--- config.mk ---
export PLATFORM = sky130hd
export DESIGN_NAME = axi_wr_pkt_top
export DESIGN_NICKNAME = d
export VERILOG_FILES = /design/src/axi_wr_pkg.sv /design/src/burst_info_if.sv /design/src/axi_wr_ctrl.sv /design/src/axi_wr_pkt_top.sv /design/src/beat_pack.sv /design/src/pkt_cmd_gen.sv
export SDC_FILE = /design/constraint.sdc
export NUM_CORES = 1
export LEC_CHECK = 0
export ABC_AREA = 1
export BUFFER_PORTS_ARGS = -buffer_cell sky130_fd_sc_hd__buf_2
export CORE_MARGIN = 4
export CORE_UTILIZATION = 46
export CTS_BUF_LIST = sky130_fd_sc_hd__clkbuf_16
export CTS_CLUSTER_DIAMETER = 100
export DETAILED_ROUTE_END_ITERATION = 8
export PLACE_DENSITY = 0.75
export RECOVER_POWER = 100
export SYNTH_ARGS = -nofsm -noshare
export SYNTH_HDL_FRONTEND = slang
export SYNTH_SLANG_ARGS = --single-unit
--- constraint.sdc ---
create_clock -name clk_sys -period 2.17 [get_ports clk_sys]
set_input_delay 0.3255 -clock clk_sys [delete_from_list [all_inputs] [get_ports clk_sys]]
set_output_delay 0.3255 -clock clk_sys [all_outputs]
set_load 0.03 [all_outputs]
--- src/axi_wr_pkg.sv ---
//**************************************************************************
// shared definitions for the AXI4 write to packet FIFO bridge
// AXI field widths, channel id and packet length widths
// controller state encoding and the command FIFO word
//**************************************************************************

package axi_wr_pkg;

    // AXI field widths
    localparam int ID_W   = 4;
    localparam int ADDR_W = 32;
    localparam int BLEN_W = 8;
    localparam int SIZE_W = 3;

    // low address bits that select the channel
    localparam int CHAN_W = 4;

    // packet length in bytes, carried in the command word
    localparam int PKT_LEN_W = 16;

    // write response code, only OKAY is ever returned
    localparam logic [1:0] RESP_OKAY = 2'b00;

    // write controller states
    typedef enum logic [1:0] {
        IDLE = 2'b00,
        RECV = 2'b01,
        RESP = 2'b10,
        BUSY = 2'b11
    } wr_state_e;

    // command FIFO word, one per burst
    typedef struct packed {
        logic [ID_W-1:0]      id;
        logic [BLEN_W-1:0]    blen;
        logic [SIZE_W-1:0]    size;
        logic [ADDR_W-1:0]    addr;
        logic [PKT_LEN_W-1:0] pkt_len;
    } pkt_cmd_t;

endpackage

--- src/burst_info_if.sv ---
//**************************************************************************
// burst field bundle from the write controller to the command stage
//**************************************************************************

`timescale 1ns/1ps

interface burst_info_if
    import axi_wr_pkg::*;
();

    // one cycle pulse after AW acceptance
    logic              fire;
    logic [ID_W-1:0]   id;
    logic [BLEN_W-1:0] blen;
    logic [SIZE_W-1:0] size;
    logic [ADDR_W-1:0] addr;

    modport master (
        output fire, id, blen, size, addr
    );

    modport slave (
        input fire, id, blen, size, addr
    );

endinterface

--- src/axi_wr_ctrl.sv ---
//**************************************************************************
// AXI4 write slave handshake controller
// AW/W/B sequencing with a busy wait while a downstream FIFO is full
// burst field capture, channel id and write response
//**************************************************************************

`timescale 1ns/1ps

module axi_wr_ctrl
    import axi_wr_pkg::*;
(
    input  logic              clk_sys,
    input  logic              rst,
    // AW channel
    input  logic              awvalid,
    output logic              awready,
    input  logic [ID_W-1:0]   awid,
    input  logic [ADDR_W-1:0] awaddr,
    input  logic [BLEN_W-1:0] awlen,
    input  logic [SIZE_W-1:0] awsize,
    // W channel handshake
    input  logic              wvalid,
    output logic              wready,
    input  logic              wlast,
    // B channel
    output logic              bvalid,
    input  logic              bready,
    output logic [ID_W-1:0]   bid,
    output logic [1:0]        bresp,
    // downstream FIFO status
    input  logic              pkt_full,
    input  logic              cmd_full,
    // to the packing stage
    output logic              beat_fire,
    output logic              beat_last,
    output logic [CHAN_W-1:0] chan,
    burst_info_if.master      info
);

    wr_state_e         state;
    wr_state_e         state_nxt;
    logic              aw_hs;
    logic              w_hs;
    logic              b_hs;
    logic              fifo_full;
    logic              fire_q;
    logic [ID_W-1:0]   id_q;
    logic [BLEN_W-1:0] blen_q;
    logic [SIZE_W-1:0] size_q;
    logic [ADDR_W-1:0] addr_q;

    assign aw_hs     = awvalid && awready;
    assign w_hs      = wvalid && wready;
    assign b_hs      = bvalid && bready;
    assign fifo_full = pkt_full || cmd_full;

    //**********************************************************************
    // state machine
    //**********************************************************************
    always_comb begin
        state_nxt = state;
        case (state)
            IDLE: begin
                if (aw_hs) begin
                    state_nxt = RECV;
                end else if (fifo_full) begin
                    state_nxt = BUSY;
                end
            end
            RECV: begin
                if (w_hs && wlast) begin
                    state_nxt = RESP;
                end
            end
            RESP: begin
                // full flags are looked at only between bursts
                if (b_hs) begin
                    state_nxt = fifo_full ? BUSY : IDLE;
                end
            end
            BUSY: begin
                if (!fifo_full) begin
                    state_nxt = IDLE;
                end
            end
            default: state_nxt = IDLE;
        endcase
    end

    // ready/valid follow the state one edge behind, awready drops at once
    always_ff @(posedge clk_sys or posedge rst) begin
        if (rst) begin
            state     <= IDLE;
            awready   <= 1'b1;
            wready    <= 1'b0;
            bvalid    <= 1'b0;
            beat_fire <= 1'b0;
            beat_last <= 1'b0;
            fire_q    <= 1'b0;
        end else begin
            state     <= state_nxt;
            awready   <= (state_nxt == IDLE);
            wready    <= (state == RECV) && (state_nxt == RECV);
            bvalid    <= (state == RESP) && (state_nxt == RESP);
            beat_fire <= w_hs;
            beat_last <= w_hs && wlast;
            fire_q    <= aw_hs;
        end
    end

    //**********************************************************************
    // burst fields
    //**********************************************************************
    always_ff @(posedge clk_sys) begin
        if (aw_hs) begin
            id_q   <= awid;
            blen_q <= awlen;
            size_q <= awsize;
            addr_q <= awaddr;
            chan   <= awaddr[CHAN_W-1:0];
        end
    end

    assign info.fire = fire_q;
    assign info.id   = id_q;
    assign info.blen = blen_q;
    assign info.size = size_q;
    assign info.addr = addr_q;

    assign bid   = id_q;
    assign bresp = RESP_OKAY;

endmodule

--- src/axi_wr_pkt_top.sv ---
//**************************************************************************
// AXI4 write slave to packet FIFO bridge, top level
// handshake controller, beat packing and command generation
//**************************************************************************

`timescale 1ns/1ps

module axi_wr_pkt_top
    import axi_wr_pkg::*;
#(
    parameter int DATA_BYTES = 8
) (
    input  logic                          clk_sys,
    input  logic                          rst,
    // AW channel
    input  logic                          awvalid,
    output logic                          awready,
    input  logic [ID_W-1:0]               awid,
    input  logic [ADDR_W-1:0]             awaddr,
    input  logic [BLEN_W-1:0]             awlen,
    input  logic [SIZE_W-1:0]             awsize,
    // W channel
    input  logic                          wvalid,
    output logic                          wready,
    input  logic [8*DATA_BYTES-1:0]       wdata,
    input  logic [DATA_BYTES-1:0]         wstrb,
    input  logic                          wlast,
    // B channel
    output logic                          bvalid,
    input  logic                          bready,
    output logic [ID_W-1:0]               bid,
    output logic [1:0]                    bresp,
    // data FIFO
    output logic                          pkt_wr,
    output logic [8*DATA_BYTES-1:0]       pkt_data,
    output logic                          pkt_sop,
    output logic                          pkt_eop,
    output logic [$clog2(DATA_BYTES)-1:0] pkt_mod,
    output logic [CHAN_W-1:0]             pkt_chan,
    input  logic                          pkt_full,
    // command FIFO
    output logic                          cmd_wr,
    output pkt_cmd_t                      cmd_data,
    input  logic                          cmd_full
);

    logic                          beat_fire;
    logic                          beat_last;
    logic [CHAN_W-1:0]             chan;
    logic                          last_done;
    logic [$clog2(DATA_BYTES)-1:0] last_mod;

    burst_info_if info ();

    axi_wr_ctrl u_ctrl (
        .clk_sys   (clk_sys),
        .rst       (rst),
        .awvalid   (awvalid),
        .awready   (awready),
        .awid      (awid),
        .awaddr    (awaddr),
        .awlen     (awlen),
        .awsize    (awsize),
        .wvalid    (wvalid),
        .wready    (wready),
        .wlast     (wlast),
        .bvalid    (bvalid),
        .bready    (bready),
        .bid       (bid),
        .bresp     (bresp),
        .pkt_full  (pkt_full),
        .cmd_full  (cmd_full),
        .beat_fire (beat_fire),
        .beat_last (beat_last),
        .chan      (chan),
        .info      (info.master)
    );

    beat_pack #(
        .DATA_BYTES (DATA_BYTES)
    ) u_pack (
        .clk_sys   (clk_sys),
        .rst       (rst),
        .beat_fire (beat_fire),
        .beat_last (beat_last),
        .chan      (chan),
        .wdata     (wdata),
        .wstrb     (wstrb),
        .pkt_wr    (pkt_wr),
        .pkt_data  (pkt_data),
        .pkt_sop   (pkt_sop),
        .pkt_eop   (pkt_eop),
        .pkt_mod   (pkt_mod),
        .pkt_chan  (pkt_chan),
        .last_done (last_done),
        .last_mod  (last_mod)
    );

    pkt_cmd_gen #(
        .DATA_BYTES (DATA_BYTES)
    ) u_cmd (
        .clk_sys   (clk_sys),
        .rst       (rst),
        .last_done (last_done),
        .last_mod  (last_mod),
        .cmd_wr    (cmd_wr),
        .cmd_data  (cmd_data),
        .info      (info.slave)
    );

endmodule

--- src/beat_pack.sv ---
//**************************************************************************
// W beat to packet word stage
// sop/eop marking, channel id and empty byte count from the strobe
//**************************************************************************

`timescale 1ns/1ps

module beat_pack
    import axi_wr_pkg::*;
#(
    parameter int DATA_BYTES = 8,
    localparam int MOD_W = $clog2(DATA_BYTES)
) (
    input  logic                    clk_sys,
    input  logic                    rst,
    input  logic                    beat_fire,
    input  logic                    beat_last,
    input  logic [CHAN_W-1:0]       chan,
    input  logic [8*DATA_BYTES-1:0] wdata,
    input  logic [DATA_BYTES-1:0]   wstrb,
    // data FIFO write side
    output logic                    pkt_wr,
    output logic [8*DATA_BYTES-1:0] pkt_data,
    output logic                    pkt_sop,
    output logic                    pkt_eop,
    output logic [MOD_W-1:0]        pkt_mod,
    output logic [CHAN_W-1:0]       pkt_chan,
    // to the command stage
    output logic                    last_done,
    output logic [MOD_W-1:0]        last_mod
);

    logic [8*DATA_BYTES-1:0] wdata_q;
    logic [DATA_BYTES-1:0]   wstrb_q;
    logic                    in_pkt;

    // empty bytes above a low-aligned strobe run, anything else gives 0
    function automatic logic [MOD_W-1:0] strb_mod(input logic [DATA_BYTES-1:0] strb);
        logic [MOD_W-1:0] m;
        m = '0;
        for (int k = 1; k < DATA_BYTES; k++) begin
            if (strb == ({DATA_BYTES{1'b1}} >> (DATA_BYTES - k))) begin
                m = MOD_W'(DATA_BYTES - k);
            end
        end
        return m;
    endfunction

    // bus sample at the handshake edge, beat_fire arrives one cycle later
    always_ff @(posedge clk_sys) begin
        wdata_q <= wdata;
        wstrb_q <= wstrb;
    end

    always_ff @(posedge clk_sys or posedge rst) begin
        if (rst) begin
            pkt_wr  <= 1'b0;
            pkt_sop <= 1'b0;
            pkt_eop <= 1'b0;
            in_pkt  <= 1'b0;
        end else begin
            pkt_wr  <= beat_fire;
            pkt_sop <= beat_fire && !in_pkt;
            pkt_eop <= beat_fire && beat_last;
            if (beat_fire) begin
                in_pkt <= !beat_last;
            end
        end
    end

    always_ff @(posedge clk_sys) begin
        if (beat_fire) begin
            pkt_data <= wdata_q;
            pkt_mod  <= strb_mod(wstrb_q);
            pkt_chan <= chan;
        end
    end

    assign last_done = pkt_wr && pkt_eop;
    assign last_mod  = pkt_mod;

endmodule

--- src/pkt_cmd_gen.sv ---
//**************************************************************************
// command word builder
// burst fields plus packet length in bytes, one write per burst
//**************************************************************************

`timescale 1ns/1ps

module pkt_cmd_gen
    import axi_wr_pkg::*;
#(
    parameter int DATA_BYTES = 8,
    localparam int MOD_W = $clog2(DATA_BYTES)
) (
    input  logic             clk_sys,
    input  logic             rst,
    input  logic             last_done,
    input  logic [MOD_W-1:0] last_mod,
    output logic             cmd_wr,
    output pkt_cmd_t         cmd_data,
    burst_info_if.slave      info
);

    logic [ID_W-1:0]      id_q;
    logic [BLEN_W-1:0]    blen_q;
    logic [SIZE_W-1:0]    size_q;
    logic [ADDR_W-1:0]    addr_q;
    logic [PKT_LEN_W-1:0] pkt_len;

    // hold this burst's fields, the controller may move on before the command
    always_ff @(posedge clk_sys) begin
        if (info.fire) begin
            id_q   <= info.id;
            blen_q <= info.blen;
            size_q <= info.size;
            addr_q <= info.addr;
        end
    end

    // beats times bytes per beat, less the empty bytes of the last beat
    assign pkt_len = (PKT_LEN_W'(blen_q) + 1'b1) * PKT_LEN_W'(DATA_BYTES)
                   - PKT_LEN_W'(last_mod);

    always_ff @(posedge clk_sys or posedge rst) begin
        if (rst) begin
            cmd_wr <= 1'b0;
        end else begin
            cmd_wr <= last_done;
        end
    end

    always_ff @(posedge clk_sys) begin
        if (last_done) begin
            cmd_data.id      <= id_q;
            cmd_data.blen    <= blen_q;
            cmd_data.size    <= size_q;
            cmd_data.addr    <= addr_q;
            cmd_data.pkt_len <= pkt_len;
        end
    end

endmodule

==> results of run 1 <==
metal layers:
layer / global-route usage / up-vias
li1: - / 2556
met1: 0.222 / 2562
met2: 0.304 / 272
met3: 0.0784 / 60
met4: 0.0721 / 0
met5: 0 / -
final timing paths:
path	start	to	slack (ps)	depth (start not counted)
max reg2reg	u_ctrl.beat_fire	u_pack.pkt_data[6]	250	1
max in group asynchronous	rst	u_ctrl.beat_fire	1360	3
min	wlast	u_ctrl.beat_last	80	3
max	u_ctrl.beat_fire	u_pack.pkt_data[6]	250	1
min in group asynchronous	rst	u_pack.pkt_wr	390	3
min reg2reg	u_pack.wdata_q[45]	u_pack.pkt_data[45]	400	0
registers in the layout, indices dropped and copies added (netlist names), 2 cells and up:
signal and flops:
u_cmd.cmd_data 63, u_pack.pkt_chan 4, u_ctrl.info.addr 32, u_cmd.addr_q 32, u_ctrl.info.blen 8, u_ctrl.info.size 3
u_ctrl.state 2, u_pack.wdata_q 64, u_pack.pkt_data 64, u_cmd.size_q 3, u_ctrl.bid 4, u_pack.wstrb_q 8
u_cmd.id_q 4, u_pack.last_mod 3, u_cmd.blen_q 8
synthesized netlist by cell type:
master,instances
xnor2_1,2
dfxtp_1,72
nand2_1,45
nor2_1,21
edfxtp_1,228
nand3_1,15
nand3_2,3
nand4_1,6
nor3_1,1
nor2_4,2
and2_1,1
buf_4,3
o21ai_0,6
conb_1,1
dfstp_2,1
o211ai_1,1
a21oi_1,1
ha_1,3
inv_1,35
xor2_1,2
nand2_2,6
nor2_2,3
dfrtp_1,12
o21bai_2,1
o311ai_0,1
metrics by stage:
step	util	instance area (um2)
detailed placement	0.565	11200
global placement	0.565	11200
floorplan	-	9400
CTS	0.672	13300
finish	0.659	13000
global route	0.658	13000
power by group:
| group | leakage (nW) | switching (mW) | internal (mW) |
|---|---|---|---|
| registers | 2.85 | 0.256 | 6.99 |
| clock network | 0.474 | 2.09 | 2.69 |
| logic | 1.62 | 0.812 | 0.386 |
| total | 4.94 | 3.15 | 10.1 |
area by class of cell:
cell class                 instances  area, um2  area share
sequential                       313       8620       0.662
timing repair buffer             402       2420       0.186
clock buffer                      31        776      0.0595
multi-input combinational        122        606      0.0465
tap                              265        332      0.0255
clock inverter                    22        135      0.0104
inverter                          35        135      0.0104
antenna                            2       5.00    0.000384
cell usage in the layout, fill, tap and decap left out, drive strengths merged, types with 2 or more instances in the layout:
cell,netlist,routed
buf,3,108
clkbuf,0,204
clkinv,0,12
clkinvlp,0,2
conb,1,2
dfrtp,12,12
dfxtp,72,72
diode,0,2
dlygate4sd3,0,121
edfxtp,228,228
ha,3,3
inv,35,42
nand2,51,51
nand3,18,18
nand4,6,6
nor2,26,26
o21ai,6,6
xnor2,2,2
xor2,2,2
cells by family after synthesis:
kind of cell	synth area share
buf+inv	0.0164
simple gates	0.0512
other cells	0.000399
flops	0.918
fa+ha+maj	0.00400
compound gates	0.00666
xor+xnor	0.00373
==> metrics, run 1 <==
status finished, final reports clean; drt wl/cell approximately 18 um; sequential area share after synthesis 0.918; Setup TNS Final 0 ps; Max VDD drop 0.923 mV; Final Power 13.2 mW; hpwl dp about 13000 um; 1st-iter DRT viols 275; RSZ-0062 raised after global routing no; FILL cells 1405; type of origin of the critical path register; final hold vios 0; Slew HR 0.307; gr ovfl total 0; post-CTS sizing 0; vias per cell 4.57; setup ws final approximately 250 ps; antenna violations before repair 2; skew final 17.4 ps; synthesized cell area 9390 um2; WL final 21100 um; pwr dens between 1000 and 1500 nW/um2; DR pass1 iterations 4; drt drc 0; fmax 521 MHz; Crit path max-delay family buffers and inverters; crit share post-route 0.885; largest net degree at the start of global routing 50; crit path kind register to register; Slew @ Worst Pin 1040 ps; minimum clock period a little under 2000 ps; clock root cell clkbuf_16; core area 19800 um2; Total Routing Usage GR 0.187; Syn-to-layout area delta 38.8%; #FFs+latches synth between 300 and 400; share of the synthesized area in the top cell type 0.729; Hold Buf Count CTS between 100 and 150; dpl ws 391 ps; crit path max fanout 39; met3 routed WL 2270 um; YS warnings 0; Critical-path top delay cell buf_2; Rows 51; H-tree depth 1; largest area contributor in the netlist edfxtp_1; WP data arrival between 2000 and 2500 ps; vias in the first global route 5858; crit-path max cell delay slightly below 800 ps; Sink Count 313; Top Layer Used met4; Max Cap Viol 0; Leak between 4 and 5 nW; # nets final approximately 1000; Synth cell types 25; Gate Count Post-Synth ~470; clock slew at reported path FFs 60 ps; Routed Antenna Nets 0; CP Capture Type register; vias 5450; worst-case clock buffer depth 3; crit path cell chain buf_2; setup violators final 0; Skew-Pair Late Insertion Delay 540 ps; Synth area leaders edfxtp_1 (73%), dfxtp_1 (15%), dfrtp_1 (3.2%), nand2_1 (1.8%), inv_1 (1.4%); metal2 WL slightly above 10000 um; CTS tree yes; fin cells 1192; # port buffers approximately 270; Die Ht 151 um; worst path bufs/invs 1; Initial Util 0.475; worst min path class primary input to register; share of cells above drive strength 1 0.178; postcts setup bufs 0; Top Ports 274; die area 22800 um2; WL met1 7900 um; first-pass GRT wire length around 32000 um; required time worst endpoint 2340 ps; CTS Buf Count 29; GP Congestion a little under 0.8; Syn Area/Cell between 15 and 20 um2; Die Span X about 150 um; final hold slack slightly above 80 ps; placed cell count slightly above 1000; Max Slew Vio Count 0
Power figures use the tool's default switching activity.
==> run 2, diff against run 1 <==
CORE_ASPECT_RATIO = 0.6   (was not set)
==> metrics, run 2 (synthesis gave the netlist of run 1 again) <==
drt wl/cell 16.7 um (was 17.7 um); minimum clock period 1980 ps (was 1920 ps); Worst setup startpoint u_ctrl.beat_fire (unchanged); Skew-Pair Late Insertion Delay 550 ps (was 540 ps); Hold Buf Count CTS 121 (unchanged); 1st-iter DRT viols 254 (was 275); met1 Resource Use GR 0.211 (was 0.222); required time worst endpoint 2320 ps (was 2340 ps); CP Capture Type register (unchanged); met3 usage 0.0614 (was 0.0784); hpwl dp 12200 um (was 12900 um); gr ovfl total 0 (unchanged); final hold vios 0 (unchanged); crit path cell chain clkbuf_4 (was buf_2); Slew HR 0.347 (was 0.307); clock slew at reported path FFs 70 ps (was 60 ps); RSZ-0062 raised after global routing no (unchanged); hold path startpoint wlast (unchanged); worst-case clock buffer depth 3 (unchanged); Top Ports 274 (unchanged); Max Slew Vio Count 0 (unchanged); vias in the first global route 5591 (was 5858); clock root cell clkbuf_16 (unchanged); worst path bufs/invs 1 (unchanged); Max VDD drop 0.952 mV (was 0.923 mV); Routed Antenna Nets 0 (unchanged); GP Congestion 0.808 (was 0.784); Post-Place Cell Area 11200 um2 (about the same); postcts setup bufs 0 (unchanged); # port buffers 271 (unchanged); DR pass1 iterations 5 (was 4); vias 5296 (was 5450); crit path kind register to register (unchanged); Initial Util 0.469 (was 0.475); vias per cell 4.45 (was 4.57); Leak 4.92 nW (was 4.94 nW); leading cell types in the layout, fill and taps excluded edfxtp_1 (228), clkbuf_1 (158), dlygate4sd3_1 (121) (was edfxtp_1 (228), clkbuf_1 (169), dlygate4sd3_1 (121)); Critical-path top delay cell clkbuf_4 (was buf_2); post-route cell area 12900 um2 (was 13000 um2); core area 20000 um2 (was 19800 um2); CTS tree yes (unchanged); Total Routing Usage GR 0.172 (was 0.187); antenna violations before repair 1 (was 2); FILL cells 1454 (was 1405); crit-path max cell delay 830 ps (was 770 ps); Die Ht 119 um (was 151 um); biggest regs u_pack.pkt_data: 64 flops, u_pack.wdata_q: 64 flops, u_cmd.cmd_data: 63 flops (unchanged); met2 GRT Util 0.295 (was 0.304); H-tree depth 1 (unchanged); CTS Buf Count 27 (was 29); WL final 19900 um (was 21100 um); Setup TNS Final 0 ps (unchanged); Syn-to-layout area delta 37.5% (was 38.8%); skew final 22.4 ps (was 17.4 ps); GR peak layer met2 (unchanged); Sink Count 313 (unchanged); # nets final 1025 (was 1033); first-pass GRT wire length 30600 um (was 32300 um); Max Cap Viol 0 (unchanged); drt drc 0 (unchanged); fmax 506 MHz (was 521 MHz); commonest non-fill, non-tap cell in the layout edfxtp_1 (unchanged); Slew @ Worst Pin 980 ps (was 1040 ps); WP data arrival 2130 ps (was 2090 ps); pwr dens 987 nW/um2 (was 1020 nW/um2); type of origin of the critical path register (unchanged); status finished, final reports clean (unchanged); share of cells above drive strength 1 0.182 (was 0.178); setup violators final 0 (unchanged); Critical R2R Launch u_ctrl.beat_fire (unchanged); post-CTS sizing 0 (unchanged); Die Span X 192 um (was 151 um); largest net degree at the start of global routing 65 (was 50); Crit path max-delay family buffers and inverters (unchanged); crit share post-route 0.911 (was 0.885); Rows 40 (was 51); worst min path class primary input to register (unchanged); crit path max fanout 63 (was 39); die area 22800 um2 (about the same)
run 2: cell types whose count changed in the layout (fill, tap and decap cells not counted), sizes merged:
cell,previous run,this run
buf,108,113
bufinv,1,0
clkbuf,204,189
clkinv,12,4
clkinvlp,2,1
inv,42,53
run 2: final timing paths:
path	end	slack [ps]	cells past startpoint
worst max-delay path	u_pack.pkt_data[61]	190	1
worst min-delay path	u_ctrl.beat_last	120	3
worst max register to register	u_pack.pkt_data[61]	190	1
worst min register to register	u_pack.pkt_data[34]	400	0
max in group asynchronous	u_ctrl.awready	1480	3
min in group asynchronous	u_ctrl.bvalid	340	3
run 2: where the power goes:
group | internal (mW) | total (mW) | switching, mW
Sequential | 6.99 | 7.21 | 0.216
Clock | 2.28 | 4.31 | 2.03
Combinational | 0.380 | 1.22 | 0.842
run 2: per-stage QoR:
stage          power [mW]   util  hold WS, ps  std cells  setup WS (ps)
6_report             12.7  0.645          120       1191            193
5_1_grt              13.3  0.645         90.7       1190           69.6
4_1_cts              12.9  0.657         52.6       1189            319
3_5_place_dp         8.42  0.557          358       1018            341
3_3_place_gp         8.37  0.557          352       1018            430
2_1_floorplan        7.95      -          202        473           50.7
run 2: cell type report:
| class | instances | area (um2) | share of cell area |
|---|---|---|---|
| Sequential cell | 313 | 8610 | 0.668 |
| Timing Repair Buffer | 396 | 2400 | 0.186 |
| Clock buffer | 27 | 676 | 0.0524 |
| Multi-Input combinational cell | 122 | 618 | 0.0479 |
| Tap cell | 273 | 342 | 0.0265 |
| Inverter | 35 | 135 | 0.0105 |
| Clock inverter | 23 | 115 | 0.00892 |
| Antenna cell | 2 | 5.00 | 0.000388 |
run 2: routing by layer:
layer  share of wire  wire (um)
met5               0          0
met4           0.026        511
met2            0.50       9950
met3           0.084       1670
met1            0.39       7770
==> run 3, diff against run 2 <==
--- a/constraint.sdc
+++ b/constraint.sdc
@@ -3,2 +3,2 @@
 set_output_delay 0.3255 -clock clk_sys [all_outputs]
-set_load 0.03 [all_outputs]
+set_load 0.01 [all_outputs]
==> metrics, run 3 (synthesis gave the netlist of run 1 again) <==
status finished, final reports clean (unchanged); RSZ-0062 raised after global routing no (unchanged); WL final 20200 um (was 19900 um); vias 5400 (was 5296); H-tree depth 1 (unchanged); pwr dens 967 nW/um2 (was 987 nW/um2); Final Power 12.5 mW (was 12.7 mW); postcts setup bufs 0 (unchanged); gr ovfl total 0 (unchanged); share of cells above drive strength 1 0.183 (was 0.182); Die Span X 192 um (unchanged); crit path kind register to register (unchanged); 1st-iter DRT viols 280 (was 254); Routed Antenna Nets 0 (unchanged); worst-case clock buffer depth 3 (unchanged); die area 22800 um2 (unchanged); crit path max fanout 43 (was 63); final hold slack 126 ps (was 120 ps); vias in the first global route 5800 (was 5591); Syn-to-layout area delta 37.5% (about the same); skew final 23.7 ps (was 22.4 ps); proportion of power drawn by the clock network 0.341 (was 0.338); minimum clock period 1930 ps (was 1980 ps); leading cell types in the layout, fill and taps excluded edfxtp_1 (228), clkbuf_1 (156), dlygate4sd3_1 (121) (was edfxtp_1 (228), clkbuf_1 (158), dlygate4sd3_1 (121)); clock root cell clkbuf_16 (unchanged); clock slew at reported path FFs 60 ps (was 70 ps); # port buffers 271 (unchanged); Rows 40 (unchanged); Sink Count 313 (unchanged); worst min path class primary input to register (unchanged); Max Cap Viol 0 (unchanged); antenna cells 0 (was 2); Top Ports 274 (unchanged); biggest regs u_pack.pkt_data: 64 flops, u_pack.wdata_q: 64 flops, u_cmd.cmd_data: 63 flops (unchanged); Die Ht 119 um (unchanged); P_sw 2.83 mW (was 3.09 mW); core area 20000 um2 (unchanged); crit share post-route 0.889 (was 0.911); vias per cell 4.53 (was 4.45); Skew-Pair Late Insertion Delay 540 ps (was 550 ps); hpwl dp 12400 um (was 12200 um); Initial Util 0.469 (unchanged); CTS Buf Count 27 (unchanged); largest net degree at the start of global routing 44 (was 65); Reg2Reg Setup Slack 240 ps (was 190 ps); Slew HR 0.492 (was 0.347); fmax 518 MHz (was 506 MHz); Slew @ Worst Pin 761 ps (was 980 ps); Sw Share 0.227 (was 0.243); CTS tree yes (unchanged); GP Congestion 0.811 (was 0.808); Power Internal 9.64 mW (was 9.65 mW); Leak 4.92 nW (about the same); Hold Buf Count CTS 121 (unchanged); first-pass GRT wire length 31100 um (was 30600 um); DR pass1 iterations 4 (was 5); Comb power frac 0.081 (was 0.096); final hold vios 0 (unchanged); Setup TNS Final 0 ps (unchanged); commonest non-fill, non-tap cell in the layout edfxtp_1 (unchanged); drt wl/cell 17.0 um (was 16.7 um); WP data arrival 2080 ps (was 2130 ps); # nets final 1027 (was 1025); drt drc 0 (unchanged); CP Capture Type register (unchanged); required time worst endpoint 2320 ps (about the same); antenna violations before repair 0 (was 1); sequential power share 0.578 (was 0.566); post-CTS sizing 0 (unchanged); Max VDD drop 0.815 mV (was 0.952 mV); Max Slew Vio Count 0 (unchanged); setup violators final 0 (unchanged); setup ws final 241 ps (was 193 ps); type of origin of the critical path register (unchanged); Total Routing Usage GR 0.174 (was 0.172); dpl ws 387 ps (was 341 ps)
run 3: cell count changes in the layout (fill, tap and decap cells not counted), sizes merged:
| cell | before | now |
|---|---|---|
| buf | 113 | 117 |
| clkbuf | 189 | 187 |
| clkinv | 4 | 12 |
| clkinvlp | 1 | 0 |
| diode | 2 | 0 |
| inv | 53 | 46 |
run 3: path summary, 6_finish.rpt:
| kind | start | endpoint | cells after the start |
|---|---|---|---|
| worst min-delay path | wlast | u_ctrl.beat_last | 3 |
| worst min register to register | u_pack.wdata_q[31] | u_pack.pkt_data[31] | 0 |
| max in group asynchronous | rst | u_ctrl.awready | 3 |
| min in group asynchronous | rst | u_ctrl.wready | 3 |
| worst max-delay path | u_pack.pkt_eop | u_cmd.cmd_data[3] | 3 |
| worst max register to register | u_pack.pkt_eop | u_cmd.cmd_data[3] | 3 |
run 3: power groups by stage:
stage	clock, mW	combinational [mW]	sequential [mW]
after floorplan	0	0.269	7.43
after global placement	0	0.854	7.29
after detailed placement	0	0.882	7.32
after CTS	4.36	1.07	7.20
after global routing	4.64	1.10	7.25
final	4.26	1.01	7.21
run 3: cell type report:
| cell class | count | area (um2) |
|---|---|---|
| fillers | 1467 | 7120 |
| flip-flops and latches | 313 | 8610 |
| multi-input cells | 122 | 613 |
| clock inverters | 23 | 105 |
| well taps | 273 | 342 |
| inverters | 35 | 131 |
| repair buffers | 398 | 2420 |
| clock buffers | 27 | 676 |
run 3: metal layers:
metal / GRT usage / up-vias / wire length [um]
met5: 0.00905 / - / 0
met1: 0.215 / 2586 / 8030
met3: 0.0543 / 48 / 1690
li1: - / 2539 / -
met4: 0.0436 / 0 / 504
met2: 0.297 / 227 / 10000
run 3: stage by stage:
stage               instances  utilization  cell area [um2]
global route             1191        0.645            12900
global placement         1020        0.558            11200
detailed placement       1020        0.558            11200
CTS                      1191        0.658            13200
floorplan                 473            -             9390
finish                   1191        0.645            12900
run 3: worst max-delay path, stage by stage, from the launching register on:
cell and delay (ps):
dfrtp_1 390, nand2_1 70, inv_1 390, clkbuf_4 640
